**src/design/noc_topo_pkg.sv**
```systemverilog
`default_nettype none

// torus geometry and port numbering of one router
package noc_topo_pkg;

	// ----------------------------------------
	// torus size
	// ----------------------------------------
	// nodes per row and per column
	localparam int grid_dim = 4;

	// four neighbours plus the local core
	localparam int num_ports = 5;

	// ----------------------------------------
	// port codes
	// ----------------------------------------
	typedef logic [2:0] port_t;

	// same codes for inputs and outputs
	localparam port_t port_left = 3'd0;
	localparam port_t port_right = 3'd1;
	localparam port_t port_up = 3'd2;
	localparam port_t port_down = 3'd3;
	localparam port_t port_core = 3'd4;

	// one bit per port, indexed by the codes above
	typedef logic [num_ports-1:0] port_vec_t;

endpackage

`default_nettype wire

```
**src/design/output_allocator.sv**
```systemverilog
`timescale 1ns/1ps
`default_nettype none

module output_allocator (
	input wire clk,
	input wire rst,
	input wire noc_topo_pkg::port_vec_t req_col,
	input wire noc_topo_pkg::port_vec_t tail_done,
	output noc_topo_pkg::port_vec_t grant
);

	// search start, one past the last winner
	noc_topo_pkg::port_t ptr;

	noc_topo_pkg::port_vec_t pick;
	noc_topo_pkg::port_t win;
	logic found;
	int idx;

	// ----------------------------------------
	// round-robin choice
	// ----------------------------------------
	always_comb begin
		pick = '0;
		win = noc_topo_pkg::port_left;
		found = 1'b0;
		idx = 0;
		for (int k = 0; k < noc_topo_pkg::num_ports; k++) begin
			idx = (int'(ptr) + k) % noc_topo_pkg::num_ports;
			// first requester at or after the pointer
			if (!found && req_col[idx]) begin
				pick = '0;
				pick[idx] = 1'b1;
				win = noc_topo_pkg::port_t'(idx);
				found = 1'b1;
			end
		end
	end

	// ----------------------------------------
	// grant register
	// ----------------------------------------
	always_ff @(posedge clk or posedge rst) begin
		if (rst) begin
			grant <= '0;
			ptr <= noc_topo_pkg::port_left;
		end else if (grant != '0) begin
			// owner's tail leaves, output is free again
			if ((grant & tail_done) != '0)
				grant <= '0;
		end else if (found) begin
			grant <= pick;
			if (int'(win) == noc_topo_pkg::num_ports - 1)
				ptr <= noc_topo_pkg::port_left;
			else
				ptr <= win + noc_topo_pkg::port_t'(1);
		end
	end

	// at most one input owns the output
	a_grant_onehot: assert property (@(posedge clk) disable iff (rst)
		$onehot0(grant));

endmodule

`default_nettype wire

```
**config.mk**
```make
export PLATFORM = sky130hd
export DESIGN_NAME = output_allocator
export DESIGN_NICKNAME = d
export VERILOG_FILES = /design/src/design/noc_topo_pkg.sv /design/src/design/output_allocator.sv
export SDC_FILE = /design/constraint.sdc
export NUM_CORES = 1
export LEC_CHECK = 0
export ABC_AREA = 1
export CAP_MARGIN = 20
export CORE_ASPECT_RATIO = 1.2
export CORE_MARGIN = 4
export CORE_UTILIZATION = 40
export CTS_CLUSTER_DIAMETER = 50
export DETAILED_ROUTE_END_ITERATION = 6
export DONT_BUFFER_PORTS = 1
export GPL_ROUTABILITY_DRIVEN = 0
export MAX_ROUTING_LAYER = met4
export PLACE_DENSITY = 0.5
export SETUP_SLACK_MARGIN = 0.2
export SYNTH_ARGS = -nofsm -noshare
export SYNTH_HDL_FRONTEND = slang
export SYNTH_SLANG_ARGS = --single-unit
```
**constraint.sdc**
```tcl
create_clock -name clk -period 5.45 [get_ports clk]
set_input_delay 0.545 -clock clk [delete_from_list [all_inputs] [get_ports clk]]
set_output_delay 0.545 -clock clk [all_outputs]
set_load 0.02 [all_outputs]
```
==> reports/metrics.cfg <==
[critical_path]
critical_setup_path_kind = flop to flop
worst-r2r-setup-slack_ns = 0.74
cp_slowest_stage_delay_ns = 0.37
worst-path-buf-inv = 6
worst_ep_required_time_ns = 5.63
ff2ff_path_depth = 31
timing.rr.start = ptr[1]
worst-endpoint-arrival_ns = 4.89
worst_path_most_repeated_cell = sky130_fd_sc_hd__nand2_1
worstSetupEndpointType = flop
startpoint_type = flop
crit_path_max_delay_family = simple AND/OR/NAND/NOR gates
crit_fanout = 9
crit_path_top_delay_cell = sky130_fd_sc_hd__dfrtp_1
timing.rr.end = ptr[2]

[yosys]
synth.mux.area_fraction_pct = 0
synth_fp_nets = 490
synth.avg_cell_area_um2 = 5.89
yosys.cell_count.top_type = sky130_fd_sc_hd__nand2_1
synth_compound_area_share_pct = 14.3
synthTopCellsByCount = sky130_fd_sc_hd__nand2_1 (127), sky130_fd_sc_hd__inv_1 (57), sky130_fd_sc_hd__nand3_1 (40)
synth.top_cells.by_area = sky130_fd_sc_hd__nand2_1 (18%), sky130_fd_sc_hd__ha_1 (15%), sky130_fd_sc_hd__inv_1 (8.1%)
ys_async_sr_fraction_pct = 100
yosys.area_share.adder_pct = 14.7
synth_enable_flop_cells = 0
syn-instance-count = 447
synth_xor_area_share_pct = 2.66
netlist.area_leader.share_pct = 18.1
distinct_cell_type_count_of_the_synthesized_netlist = 43
yosysSeqAreaShare_pct = 7.61
synth_seq_cells = 8
synthFlopType = sky130_fd_sc_hd__dfrtp_1
synthesis.area_um2 = 2630
largest_family_of_logic_cells_by_synthesized_area = simple AND/OR/NAND/NOR gates
yosysTopAreaCell = sky130_fd_sc_hd__nand2_1
synth.yosys.warnings = 0
post_synth_and_or_nand_nor_area_fraction_pct = 49.1

[cells_and_area]
post_route_cells_drive_above_1_share_pct = 16.1
nets = 493
filler_cell_count = 706
area_of_combinational_cells_with_multiple_inputs_um2 = 2130
area.growth.synth_to_final_pct = 5.56
seq_area_um2 = 200
n_antenna_cell = 0

[floorplan]
horiz_die_dim_um = 82.0
core.rowCount = 32
die_h_um = 96.8
initial_utilization_pct = 41.1
core-area_um2 = 6410
ioPinCount = 17
die_area_um2 = 7950

[drt]
avgViaCountPerCell = 5.07
drt_pass1_iterations = 4
vias = 2704
wl_um = 7070
post_drt_wl_per_cell_um = 13.3
drc_errors = 0
drtIter0Drc = 141
final_antenna_net_count = 0

[cts]
clock_path_buffers = 2
cts_setup_buffers = 0
clk_pin_slew_ns = 0.05
clk_root_buffer_cell = sky130_fd_sc_hd__clkbuf_8
tritoncts_buffers = 3
cts-resized-gates = 0
clk-insertion-delay-late_ns = 0.24
clock-sinks = 8
clock_tree.htree_level_count = 1
cts-hold-fix-buffers = 0
clock_tree_from_tritoncts = built

[global_routing]
number_of_global_route_vias_before_repair = 2450
antenna_violations_before_repair = 0
globalRouteTotalUtil_pct = 18.8
global_route_wire_length_before_repair_um = 11700
grt.overflow.total = 0
grt_start_max_net_pins = 21

[timing]
setup_viols_final = 0
rsz0062_at_grt = false
setup-tns-final_ns = 0
worst_slew_pin_slew_ns = 0.667
post_layout_min_period_ns = 4.71
post-route-period-util_pct = 86.4
final-max-slew-violation-count = 0
final.setup_skew_ns = 0.0129
timing.final.hold_violations = 0
maxClockFrequency_mhz = 212
maxSlewHeadroom_pct = 55.0

[outcome]
status = finished, final reports clean

[run]
maxCapViolations = 0

[hold_path]
hold_class = input port to asynchronous set/reset pin

[placement]
hpwl_um = 5900
io_buffer_count = 0

## how the worst max path moves through the flow
stage / start / to / slack (ns) / cells after the start
finish: ptr[1] / ptr[2] / 0.74 / 31
global route: ptr[1] / ptr[2] / 0.25 / 31
CTS: ptr[1] / ptr[2] / 0.65 / 33
detailed placement: ptr[1] / ptr[2] / 0.66 / 33
global placement: ptr[2] / ptr[2] / 0.78 / 30
floorplan: ptr[0] / ptr[2] / 0.72 / 31
## cell families (layout without fill, tap and decap cells)
group | Yosys count | count (layout)
DFF | 8 | 8
xor gates and xnor gates | 5 | 5
and+or+nand+nor | 263 | 263
adders and majority gates | 31 | 31
buffers and inverters | 78 | 79
AOI/OAI and AO/OA | 62 | 62
## per-layer routing
metal  global-route usage [%]  part of all wire (%)  up-vias
li1                         -                     -     1450
met1                     24.5                    47     1205
met2                     30.3                    48       37
met3                     2.05                   2.7       12
met4                     5.63                   2.2        0
met5                        -                     0        -
## metrics by stage
stage	utilization, %	std cells	setup WS [ns]	hold WS, ns	area (um2)
3_5_place_dp	42.6	530	0.658	0.425	2730
3_3_place_gp	42.6	530	0.776	0.421	2730
2_1_floorplan	-	447	0.715	0.361	2630
4_1_cts	43.2	533	0.648	0.165	2770
6_report	43.4	533	0.742	0.157	2780
5_1_grt	43.4	533	0.253	0.186	2780
## layout by cell type (no fill, tap or decap), types with 12 or more instances in the layout
| cell | netlist | layout |
|---|---|---|
| sky130_fd_sc_hd__ha_1 | 31 | 31 |
| sky130_fd_sc_hd__nand3_1 | 40 | 40 |
| sky130_fd_sc_hd__a21oi_1 | 15 | 15 |
| sky130_fd_sc_hd__o21ai_0 | 22 | 22 |
| sky130_fd_sc_hd__nand2_1 | 127 | 127 |
| sky130_fd_sc_hd__nor2_1 | 30 | 30 |
| sky130_fd_sc_hd__nand2_2 | 18 | 18 |
| sky130_fd_sc_hd__inv_1 | 57 | 57 |
| sky130_fd_sc_hd__nand4_1 | 12 | 12 |
| sky130_fd_sc_hd__inv_2 | 12 | 12 |
## layout make-up
class / count / area share [%]
repair buffers: 2 / 0.541
clock buffers: 3 / 1.49
multi-input cells: 361 / 76.8
flip-flops and latches: 8 / 7.21
well taps: 85 / 3.83
inverters: 74 / 10.1
## flip-flops by register name, indices dropped and copies added, names as in the netlist
| signal | cells |
|---|---|
| ptr | 3 |
| grant | 5 |
Power is left out: the tool's default activity adds up to more than one toggle a clock period on the data nets, which glitch-free logic cannot reach.
