<file path="src/design/noc_topo_pkg.sv">
`default_nettype none

// torus geometry and port numbering of one router
package noc_topo_pkg;

	// ----------------------------------------
	// torus size
	// ----------------------------------------
	// nodes per row and per column
	localparam int grid_dim = 4;

	// four neighbours plus the local core
	localparam int num_ports = 5;

	// ----------------------------------------
	// port codes
	// ----------------------------------------
	typedef logic [2:0] port_t;

	// same codes for inputs and outputs
	localparam port_t port_left = 3'd0;
	localparam port_t port_right = 3'd1;
	localparam port_t port_up = 3'd2;
	localparam port_t port_down = 3'd3;
	localparam port_t port_core = 3'd4;

	// one bit per port, indexed by the codes above
	typedef logic [num_ports-1:0] port_vec_t;

endpackage

`default_nettype wire

</file>
<file path="src/design/noc_flit_pkg.sv">
`default_nettype none

// flit format shared by every link of the router
package noc_flit_pkg;

	// ----------------------------------------
	// widths and field positions
	// ----------------------------------------
	localparam int flit_w = 34;

	// packet markers, both set on a single-flit packet
	localparam int head_bit = 33;
	localparam int tail_bit = 32;

	// destination node, valid in head flits only
	localparam int dst_lsb = 24;
	localparam int dst_w = 4;

	// ----------------------------------------
	// types
	// ----------------------------------------
	typedef logic [flit_w-1:0] flit_t;
	typedef logic [dst_w-1:0] node_id_t;

endpackage

`default_nettype wire
</file>
<file path="src/design/output_stage.sv">
`timescale 1ns/1ps
`default_nettype none

module output_stage (
	input wire clk,
	input wire rst,
	input wire noc_topo_pkg::port_vec_t grant,
	input wire noc_topo_pkg::port_vec_t fire,
	input wire noc_flit_pkg::flit_t flits [noc_topo_pkg::num_ports],
	input wire in_ack,
	output logic out_req,
	output noc_flit_pkg::flit_t out_flit,
	output logic can_accept
);

	logic load;
	noc_flit_pkg::flit_t sel_flit;

	// ----------------------------------------
	// input select
	// ----------------------------------------
	// grant is one-hot, so a plain priority mux is enough
	always_comb begin
		sel_flit = '0;
		for (int k = 0; k < noc_topo_pkg::num_ports; k++) begin
			if (grant[k])
				sel_flit = flits[k];
		end
	end

	// owner transfers a flit this cycle
	assign load = |(grant & fire);

	// empty, or the downstream takes the flit now
	assign can_accept = !out_req || in_ack;

	// ----------------------------------------
	// one-flit register
	// ----------------------------------------
	always_ff @(posedge clk or posedge rst) begin
		if (rst)
			out_req <= 1'b0;
		else if (load)
			out_req <= 1'b1;
		else if (in_ack)
			out_req <= 1'b0;
	end

	always_ff @(posedge clk) begin
		if (load)
			out_flit <= sel_flit;
	end

	// downstream sees a stable flit until it acks
	a_hold_stable: assert property (@(posedge clk) disable iff (rst)
		out_req && !in_ack |=> out_req && $stable(out_flit));

	// input only fires into a register that can take it
	a_no_overrun: assert property (@(posedge clk) disable iff (rst)
		load |-> can_accept);

endmodule

`default_nettype wire

</file>
<file path="config.mk">
export PLATFORM = sky130hd
export DESIGN_NAME = output_stage
export DESIGN_NICKNAME = d
export VERILOG_FILES = /design/src/design/noc_topo_pkg.sv /design/src/design/noc_flit_pkg.sv /design/src/design/output_stage.sv
export SDC_FILE = /design/constraint.sdc
export NUM_CORES = 1
export LEC_CHECK = 0
export BUFFER_PORTS_ARGS = -buffer_cell sky130_fd_sc_hd__buf_2
export CORE_AREA = 2 2 86 88
export DETAILED_ROUTE_END_ITERATION = 10
export DIE_AREA = 0 0 88 90
export GPL_TIMING_DRIVEN = 1
export PLACE_DENSITY = 0.81
export RECOVER_POWER = 50
export SYNTH_ARGS = -nofsm -noshare
export SYNTH_HDL_FRONTEND = slang
export SYNTH_SLANG_ARGS = --single-unit
</file>
<file path="constraint.sdc">
create_clock -name clk -period 1.1 [get_ports clk]
set_clock_uncertainty 0.05 [all_clocks]
set_input_delay 0.22 -clock clk [delete_from_list [all_inputs] [get_ports clk]]
set_output_delay 0.22 -clock clk [all_outputs]
set_load 0.1 [all_outputs]
</file>
==> metrics, run 1 <==
Reg clk slew, reported paths 0.06 ns; Starting Density around a third; post-DP HPWL 7220 um; HP Class in -> async; Vias about 2,900; Cell Chain, Critical Path nand2b_4 -> buf_12; synthesis-to-layout area growth 97.3%; cell area after layout 4450 sq um; gp weighted congestion slightly below 0.8; #FFs+latches synth 35; Max-slew headroom 78.2%; H-tree levels 2; delay-heaviest family, CP flip-flops; row cnt 31; MaxCap Viol Count 0; dpl cell area 4220 sq um; worst setup margin -0.219 ns; die area 7920 sq um; endpoints failing setup between 60 and 70; EDFF count, synth 34; Mapped Cells 242; leakage 1.98 nW; first-pass GRT wire length 13,500 um; mux contribution to synthesized area 0%; failing checks setup timing; Area contributors post-synth edfxtp_1, nand3b_1, a31oi_1, o22ai_1, a21oi_1; clk buf depth 2; total gr overflow 0; Reg2Reg Depth 4; diodes inserted 0; CTS tree built; sequential area share after synthesis a little under half; main combinational cell family by area after synthesis compound AO/OA/AOI/OAI gates; RSZ-0062 raised after global routing true; Post-Synth Adder-Cell Area 0%; fin nets 653; Num CTS Buffers 5; Least-Margin Pin Slew about 0.33 ns; register area around 1000 sq um; starting DRC count in detailed routing 80; WP buf/inv 1; Worst Path Max Fanout 2; overall power 6.35 mW; Die Y roughly 90 um; top cell type's share of synthesized area 45.3%; fin crit share 120%; synthesized area per cell 9.32 sq um; critical path type reg -> out; Yosys Warn Count 0; asr flop ratio synth 2.86%; min Tclk post-route 1.32 ns; number of routed nets with antenna violations 0; root buffer cell clkbuf_8; syn_nets 425; multi-input logic area between 1000 and 1500 sq um; Detailed Routing Iterations Pass 1 4; worst r2r src out_req; reg2reg setup slack around 0.070 ns; Max VDD drop between 500 and 600 uV; routed len/inst 16.0 um; core area 7020 sq um; CP Launch Type flip-flop; largest net degree at the start of global routing 51; Setup WS pre-CTS -0.306 ns; post-synthesis xor/xnor area fraction 0%; Slew Viols, Final 0; outcome finished with violations; Total Wirelength 9080 um; I/O Buffers 218; crit end category primary output; power per cell area approximately 1400 nW/um^2; Most used DFF post-synth edfxtp_1; count of cell types in the netlist 22; Post-Syn Area around 2300 sq um; Crit path largest cell delay around 0.5 ns; initial antenna violation count 0; GRT Util Overall 21.6%; endpoint of the worst register-to-register path out_req; DRC 0; Worst Path Required between 0.8 and 0.9 ns; fillcell total 583; CP max-delay cell dfrtp_4; Synth Area in Simple Gates 19.4%; Die W around 88 um; Sink Count 35; Synth Area in Compound Gates 27.3%; vias per cell between 5 and 6; Fin. Hold Viols 0; number of global-route vias before repair just over 3,000; Yosys top cell by area edfxtp_1; layout cell share with drive strength beyond 1 60.9%; Achievable Freq ~760 MHz; # IOs 219; Arr. time, crit path 1.05 ns; Skew-Pair Late Insertion Delay 0.27 ns; Min Hold Slack 0.255 ns
-- how the worst max path moves through the flow --
| stage | end | cells after the start | startpoint |
|---|---|---|---|
| final | can_accept | 2 | out_req |
| after detailed placement | out_flit[22] | 5 | grant[1] |
| after global placement | out_flit[17] | 5 | grant[4] |
| after global routing | can_accept | 2 | out_req |
| after floorplan | out_flit[0] | 2 | fire[3] |
| after CTS | can_accept | 2 | out_req |
-- sequential cells by signal, indices dropped and copies added, names as in the netlist --
name,cells
out_flit,34
out_req,1
-- timing repair --
item,in CTS,in global routing
hold buffers,1,0
setup endpoints to repair,41,86
gates cloned,0,4
resized for setup,0,5
buffers inserted,4,1
endpoints found under the hold margin,1,0
pin swaps,1,2
-- Yosys cell counts, drive strengths merged (2+ instances only) --
library cell and number:
a21oi 34, a31oi 34, buf 13, clkbuf 13, edfxtp 34, nand2 35
nand2b 2, nand3b 34, o22ai 33
-- area by class of cell --
class | count | area share [%]
clock buffer | 6 | 1.63
clock inverter | 1 | 0.675
inverter | 2 | 0.169
multi-input combinational | 179 | 26.6
sequential | 35 | 23.6
tap | 99 | 2.78
timing repair buffer | 247 | 44.5
-- layout by cell type, fill, tap and decap left out --
cell type      instances
nand2b_1               1
clkbuf_4               2
a222oi_1               1
buf_6                  6
a22oi_2                1
buf_12                40
nand3_1                1
inv_1                  1
dfrtp_4                1
or2_1                  1
clkinv_1               1
buf_2                179
a31oi_1               34
edfxtp_1              34
clkbuf_2               1
nand2_1               34
buf_4                 15
o22ai_1               33
nor3b_4                1
clkbuf_16              3
bufinv_16              1
a21oi_2               28
a21oi_1                6
nand2b_4               1
dlygate4sd3_1          1
or3b_2                 1
nand3b_1              34
o21ai_0                1
clkbuf_1               1
nand2_8                1
clkbuf_8               5
-- power breakdown --
group	leakage (nW)	switching, mW	internal [mW]	total (mW)
Combinational	1.57	2.07	1.29	3.36
Clock	0.0513	0.430	0.664	1.09
Sequential	0.353	0.175	1.72	1.90
-- metrics by stage --
step / instances / utilization (%) / TNS (ns)
after detailed placement: 552 / 60.0 / -18.53
final: 569 / 63.4 / -2.83
after global routing: 569 / 63.4 / -5.93
after floorplan: 242 / - / -16.66
after global placement: 552 / 60.0 / -19.18
after CTS: 564 / 62.1 / -2.88
-- routing by layer --
| layer | GRT usage [%] | part of all wire [%] | wire [um] | vias up |
|---|---|---|---|---|
| met1 | 22.2 | 35 | 3200 | 1348 |
| met4 | 8.72 | 2.5 | 226 | 0 |
| met3 | 5.14 | 7.8 | 704 | 22 |
| li1 | - | - | - | 1401 |
| met2 | 40.5 | 54 | 4940 | 173 |
| met5 | 0 | 0 | 0 | - |
-- cells by family after synthesis --
kind of cell / count (synthesis)
flops: 35
simple gates: 75
compound gates: 104
buf+inv: 28
-- tightest hold or removal path: cells and delay by family --
| kind | cells | cell delay [ns] |
|---|---|---|
| buffers and inverters | 3 | 0.69 |
No activity file was read; power rests on OpenSTA's default activity.
==> run 2: changes to the inputs <==
Settings changed: CORE_AREA 2 2 86 88 to 2 2 84 86, DIE_AREA 0 0 88 90 to 0 0 86 88, PLACE_DENSITY 0.81 to 0.84.
Clock period 1.1 ns to 1.45 ns, I/O delays scaled along.
==> metrics, run 2 (synthesis gave the netlist of run 1 again) <==
outcome complete, no violations; Max VDD drop 403 uV; Setup crit end out_flit[7]; Reg2Reg Depth 2; CP max-delay cell buf_2; Psw around 1.9 mW; hold path cells 3; Setup WS pre-CTS -0.0574 ns; starting DRC count in detailed routing 154; gp weighted congestion 0.868; HP Class in -> reg; Vias 2,916; I/O Buffers 218; most flop-heavy register out_flit; fin crit share 97.3%; crit end category primary output; Skew-Pair Late Insertion Delay 0.28 ns; worst setup margin just under 0.04 ns; dpl cell area 3590 sq um; Total Wirelength 8700 um; WP buf/inv 1; Fin. Hold Viols 0; number of routed nets with antenna violations 0; post-DP HPWL 6900 um; CTS resizes 0; Crit path depth 1; Detailed Routing Iterations Pass 1 7; die area 7570 sq um; commonest non-fill, non-tap cell in the layout buf_2; root buffer cell clkbuf_8; worst r2r src out_req; Starting Density between 30% and 40%; # Post-CTS Setup Buffers 0; Die Y approximately 88 um; fin nets 641; Least-Margin Pin Slew 0.549 ns; row cnt 30; layout cell share with drive strength beyond 1 between 50 and 60%; leakage 1.70 nW; endpoint of the worst register-to-register path out_req; Sw Ratio between 40% and 50%; delay-heaviest family, CP buffers and inverters; clock power share 16.6%; clk buf depth 2; power per cell area 1110 nW/um^2; DRC 0; synthesis-to-layout area growth 61.5%; Worst Path Required 1.11 ns; largest net degree at the start of global routing 33; Sequential Power Share between 30% and 40%; core area 6640 sq um; Num CTS Buffers 5; Min Hold Slack between 0.2 and 0.25 ns; most frequent cells in the layout buf_2, nand3b_1, nand2_1, a31oi_1, edfxtp_1; Max-slew headroom 63.4%; worst setup path startpoint out_flit[7]; min Tclk post-route 1.41 ns; first-pass GRT wire length 13,000 um; Slew Viols, Final 0; MaxCap Viol Count 0; logic gate share of total power about 50%; H-tree levels 2; Die W 86 um; Worst Path Max Fanout 1; largest registers out_flit (34), out_req (1); hold_buf cts 1; critical path type reg -> out; RSZ-0062 raised after global routing false; Achievable Freq 709 MHz; diodes inserted 0; Int Power 2.11 mW; routed len/inst 16.2 um; Arr. time, crit path between 1 and 1.5 ns; Sink Count 35; post-route setup TNS 0 ns; vias per cell between 5 and 6; Cell Chain, Critical Path buf_2; endpoints failing setup 0; total gr overflow 0; number of global-route vias before repair 2,844; # IOs approximately 220; cell area after layout 3640 sq um; Crit path largest cell delay 0.43 ns; initial antenna violation count 0; GRT Util Overall a little over a fifth; max FFs per register 34; Reg clk slew, reported paths 0.07 ns; CP Launch Type flip-flop; CTS tree built; reg2reg setup slack 0.66 ns
[run 2: cell count changes in the layout (fill, tap and decap cells not counted), moves of 3 or more]
cell	previous run	this run
a21oi_2	28	1
clkbuf_16	3	0
buf_2	179	212
buf_6	6	0
buf_4	15	7
a21oi_1	6	33
buf_12	40	9
[run 2: power groups by stage]
stage / sequential, mW / clock, mW / combinational (mW)
2_1_floorplan: 2.50 / 0 / 0.319
3_3_place_gp: 1.36 / 0 / 2.01
3_5_place_dp: 1.37 / 0 / 2.03
4_1_cts: 1.35 / 0.698 / 2.04
5_1_grt: 1.36 / 0.735 / 2.10
6_report: 1.35 / 0.672 / 2.02
[run 2: final cells by class]
type | instances | area, sq um
Clock buffer | 5 | 68.8
Tap cell | 80 | 100
Sequential cell | 35 | 1050
Timing Repair Buffer | 235 | 1340
Multi-Input combinational cell | 179 | 1070
Inverter | 2 | 7.51
Clock inverter | 2 | 8.76
Fill cell | 609 | 3000
[run 2: worst min-delay path by stage]
stage,startpoint,slack (ns),end
2_1_floorplan,rst,-0.03,out_req
3_3_place_gp,rst,0.07,out_req
3_5_place_dp,rst,0.08,out_req
4_1_cts,fire[2],0.23,out_req
5_1_grt,fire[2],0.25,out_req
6_report,fire[2],0.25,out_req
[run 2: metrics by stage]
step / power (mW) / utilization [%] / cells
after floorplan: 2.82 / - / 242
after global placement: 3.37 / 54.0 / 530
after detailed placement: 3.40 / 54.0 / 530
after CTS: 4.08 / 55.3 / 538
after global routing: 4.19 / 54.8 / 538
final: 4.04 / 54.8 / 538
[run 2: metal layers]
| layer | GRT usage [%] | vias up | wire length [um] |
|---|---|---|---|
| li1 | - | 1381 | - |
| met1 | 23.9 | 1324 | 3090 |
| met2 | 40.4 | 195 | 4590 |
| met3 | 5.75 | 16 | 846 |
| met4 | 9.09 | 0 | 172 |
| met5 | 0 | - | 0 |
==> run 3: changes to the inputs <==
--- a/config.mk
+++ b/config.mk
@@ -7,9 +7,10 @@
 export LEC_CHECK = 0
-export BUFFER_PORTS_ARGS = -buffer_cell sky130_fd_sc_hd__buf_2
-export CORE_AREA = 2 2 84 86
+export CORE_AREA = 2 2 85 87
 export DETAILED_ROUTE_END_ITERATION = 10
-export DIE_AREA = 0 0 86 88
+export DIE_AREA = 0 0 87 89
+export DONT_BUFFER_PORTS = 1
 export GPL_TIMING_DRIVEN = 1
-export PLACE_DENSITY = 0.84
+export PLACE_DENSITY = 0.55
 export RECOVER_POWER = 50
+export SETUP_SLACK_MARGIN = 0.5
 export SYNTH_ARGS = -nofsm -noshare
==> constraint.sdc (replaced) <==
create_clock -name clk -period 1.45 [get_ports clk]
set_clock_uncertainty 0.05 [all_clocks]
set_input_delay 0.0725 -clock clk [delete_from_list [all_inputs] [get_ports clk]]
set_output_delay 0.0725 -clock clk [all_outputs]
set_load 0.1 [all_outputs]
==> metrics, run 3 (synthesis gave the netlist of run 1 again) <==
number of instances in the placed design 340; met2 Use GR 30.2%; clock power share about 18%; post-route insts no fill 357; Max VDD drop 633 uV; Max-slew headroom between 50% and 60%; RSZ-0062 raised after global routing true; endpoints failing setup 0; Reg clk slew, reported paths 0.07 ns; most flop-heavy register out_flit; Die W 87 um; number of routed nets with antenna violations 0; outcome complete, no violations; fin nets approximately 460; min Tclk post-route between 1 and 1.5 ns; Sink Count 35; DRC 0; gp weighted congestion between 0.7 and 0.8; vias per cell 6.31; most frequent cells in the layout nand3b_1, nand2_1, a31oi_1, edfxtp_1, o22ai_1; largest registers out_flit (34), out_req (1); CTS tree built; WP buf/inv 1; Slew Viols, Final 0; Num CTS Buffers 5; Starting Density 33.6%; Sw Ratio 46.9%; critical path type reg -> out; fin crit share 79.9%; leakage slightly above 1 nW; power per cell area 1350 nW/um^2; diodes inserted 0; max FFs per register 34; total gr overflow 0; Arr. time, crit path 1.04 ns; I/O Buffers 0; GRT busiest layer met2; post-DP HPWL 5330 um; Worst Path Required 1.33 ns; delay-heaviest family, CP flip-flops; synthesis-to-layout area growth 29.4%; Die Y 89 um; layout cell share with drive strength beyond 1 28.2%; routed len/inst 21.0 um; logic gate share of total power 47.6%; HP Class in -> reg; Achievable Freq 864 MHz; worst setup margin 0.292 ns; largest net degree at the start of global routing 71; GRT Util Overall between 10% and 20%; CP max-delay cell dfrtp_4; first-pass GRT wire length around 10000 um; Psw between 1.5 and 2 mW; root buffer cell clkbuf_8; starting DRC count in detailed routing about 140; clk buf depth 2; number of global-route vias before repair about 2,000; GR Util met3 roughly 3.9%; initial antenna violation count 0; Fin. Hold Viols 0; dpl cell area 2700 sq um; Setup WS pre-CTS 0.208 ns; crit end category primary output; # IOs 219; Crit path largest cell delay 0.49 ns; Least-Margin Pin Slew about 0.62 ns; core area 6720 sq um; row cnt 30; Int Power 2.09 mW; post-route setup TNS 0 ns; H-tree levels 2; Total Wirelength 7510 um; cell area after layout 2920 sq um; Worst Path Max Fanout 2; Skew-Pair Late Insertion Delay 0.28 ns; MaxCap Viol Count 0; Sequential Power Share 34.9%; CP Launch Type flip-flop; Vias 2,254; Cell Chain, Critical Path nand2b_4 -> buf_12; met1 Use GR 19.8%; Detailed Routing Iterations Pass 1 5; die area 7740 sq um
-- run 3: cell types whose count changed in the layout (fill, tap and decap cells not counted), moves of 2 or more --
cell / delta
buf_6: +32
a21oi_1: -17
buf_2: -212
dlygate4sd3_1: +4
clkbuf_2: +2
a21oi_2: +17
buf_8: +2
clkbuf_4: -2
buf_12: -8
-- run 3: layer usage --
layer | wire [um] | up-vias
li1 | - | 1022
met1 | 2790 | 1059
met2 | 3950 | 168
met3 | 709 | 5
met4 | 59 | 0
met5 | 0 | -
-- run 3: through the flow --
step	total power, mW	hold WS [ns]	util [%]
after floorplan	2.85	-0.249	-
after global placement	3.11	-0.246	40.1
after detailed placement	3.12	-0.246	40.1
after CTS	3.95	-0.0467	44.2
after global routing	4.05	0.00981	43.4
final	3.93	0.00899	43.4
-- run 3: cell type report --
| type | instances | area, sq um |
|---|---|---|
| flip-flops and latches | 35 | 1050 |
| multi-input cells | 180 | 1140 |
| clock buffers | 5 | 68.8 |
| fillers | 669 | 3800 |
| repair buffers | 52 | 537 |
| well taps | 80 | 100 |
| inverters | 2 | 7.51 |
| clock inverters | 3 | 15.0 |
-- run 3: worst paths after layout --
path                             from           to  slack (ns)  cells past startpoint
setup / recovery              out_req   can_accept        0.29                      2
hold / removal             flits[142]  out_flit[6]       0.009                      2
setup reg to reg              out_req      out_req        0.44                      4
hold reg to reg               out_req      out_req        0.79                      4
max in group asynchronous         rst      out_req        0.71                      3
min in group asynchronous         rst      out_req        0.53                      3
-- run 3: timing repair --
item,CTS,global route
resized for setup,34,4
cloned,0,1
endpoints found under the setup margin,36,73
pin swaps,0,2
endpoints found under the hold margin,4,0
buffers inserted,1,2
hold buffers,5,0
-- run 3: worst reg2reg max path: cells and delay by family (launching register included) --
kind / cells / cell delay [ns]
buf+inv: 2 / 0.19
flops: 1 / 0.49
simple gates: 2 / 0.16
-- run 3: power by group through the flow --
stage | Clock [mW] | Combinational [mW] | Sequential, mW
2_1_floorplan | 0 | 0.349 | 2.50
3_3_place_gp | 0 | 1.75 | 1.36
3_5_place_dp | 0 | 1.76 | 1.36
4_1_cts | 0.707 | 1.87 | 1.37
5_1_grt | 0.740 | 1.92 | 1.39
6_report | 0.688 | 1.87 | 1.37
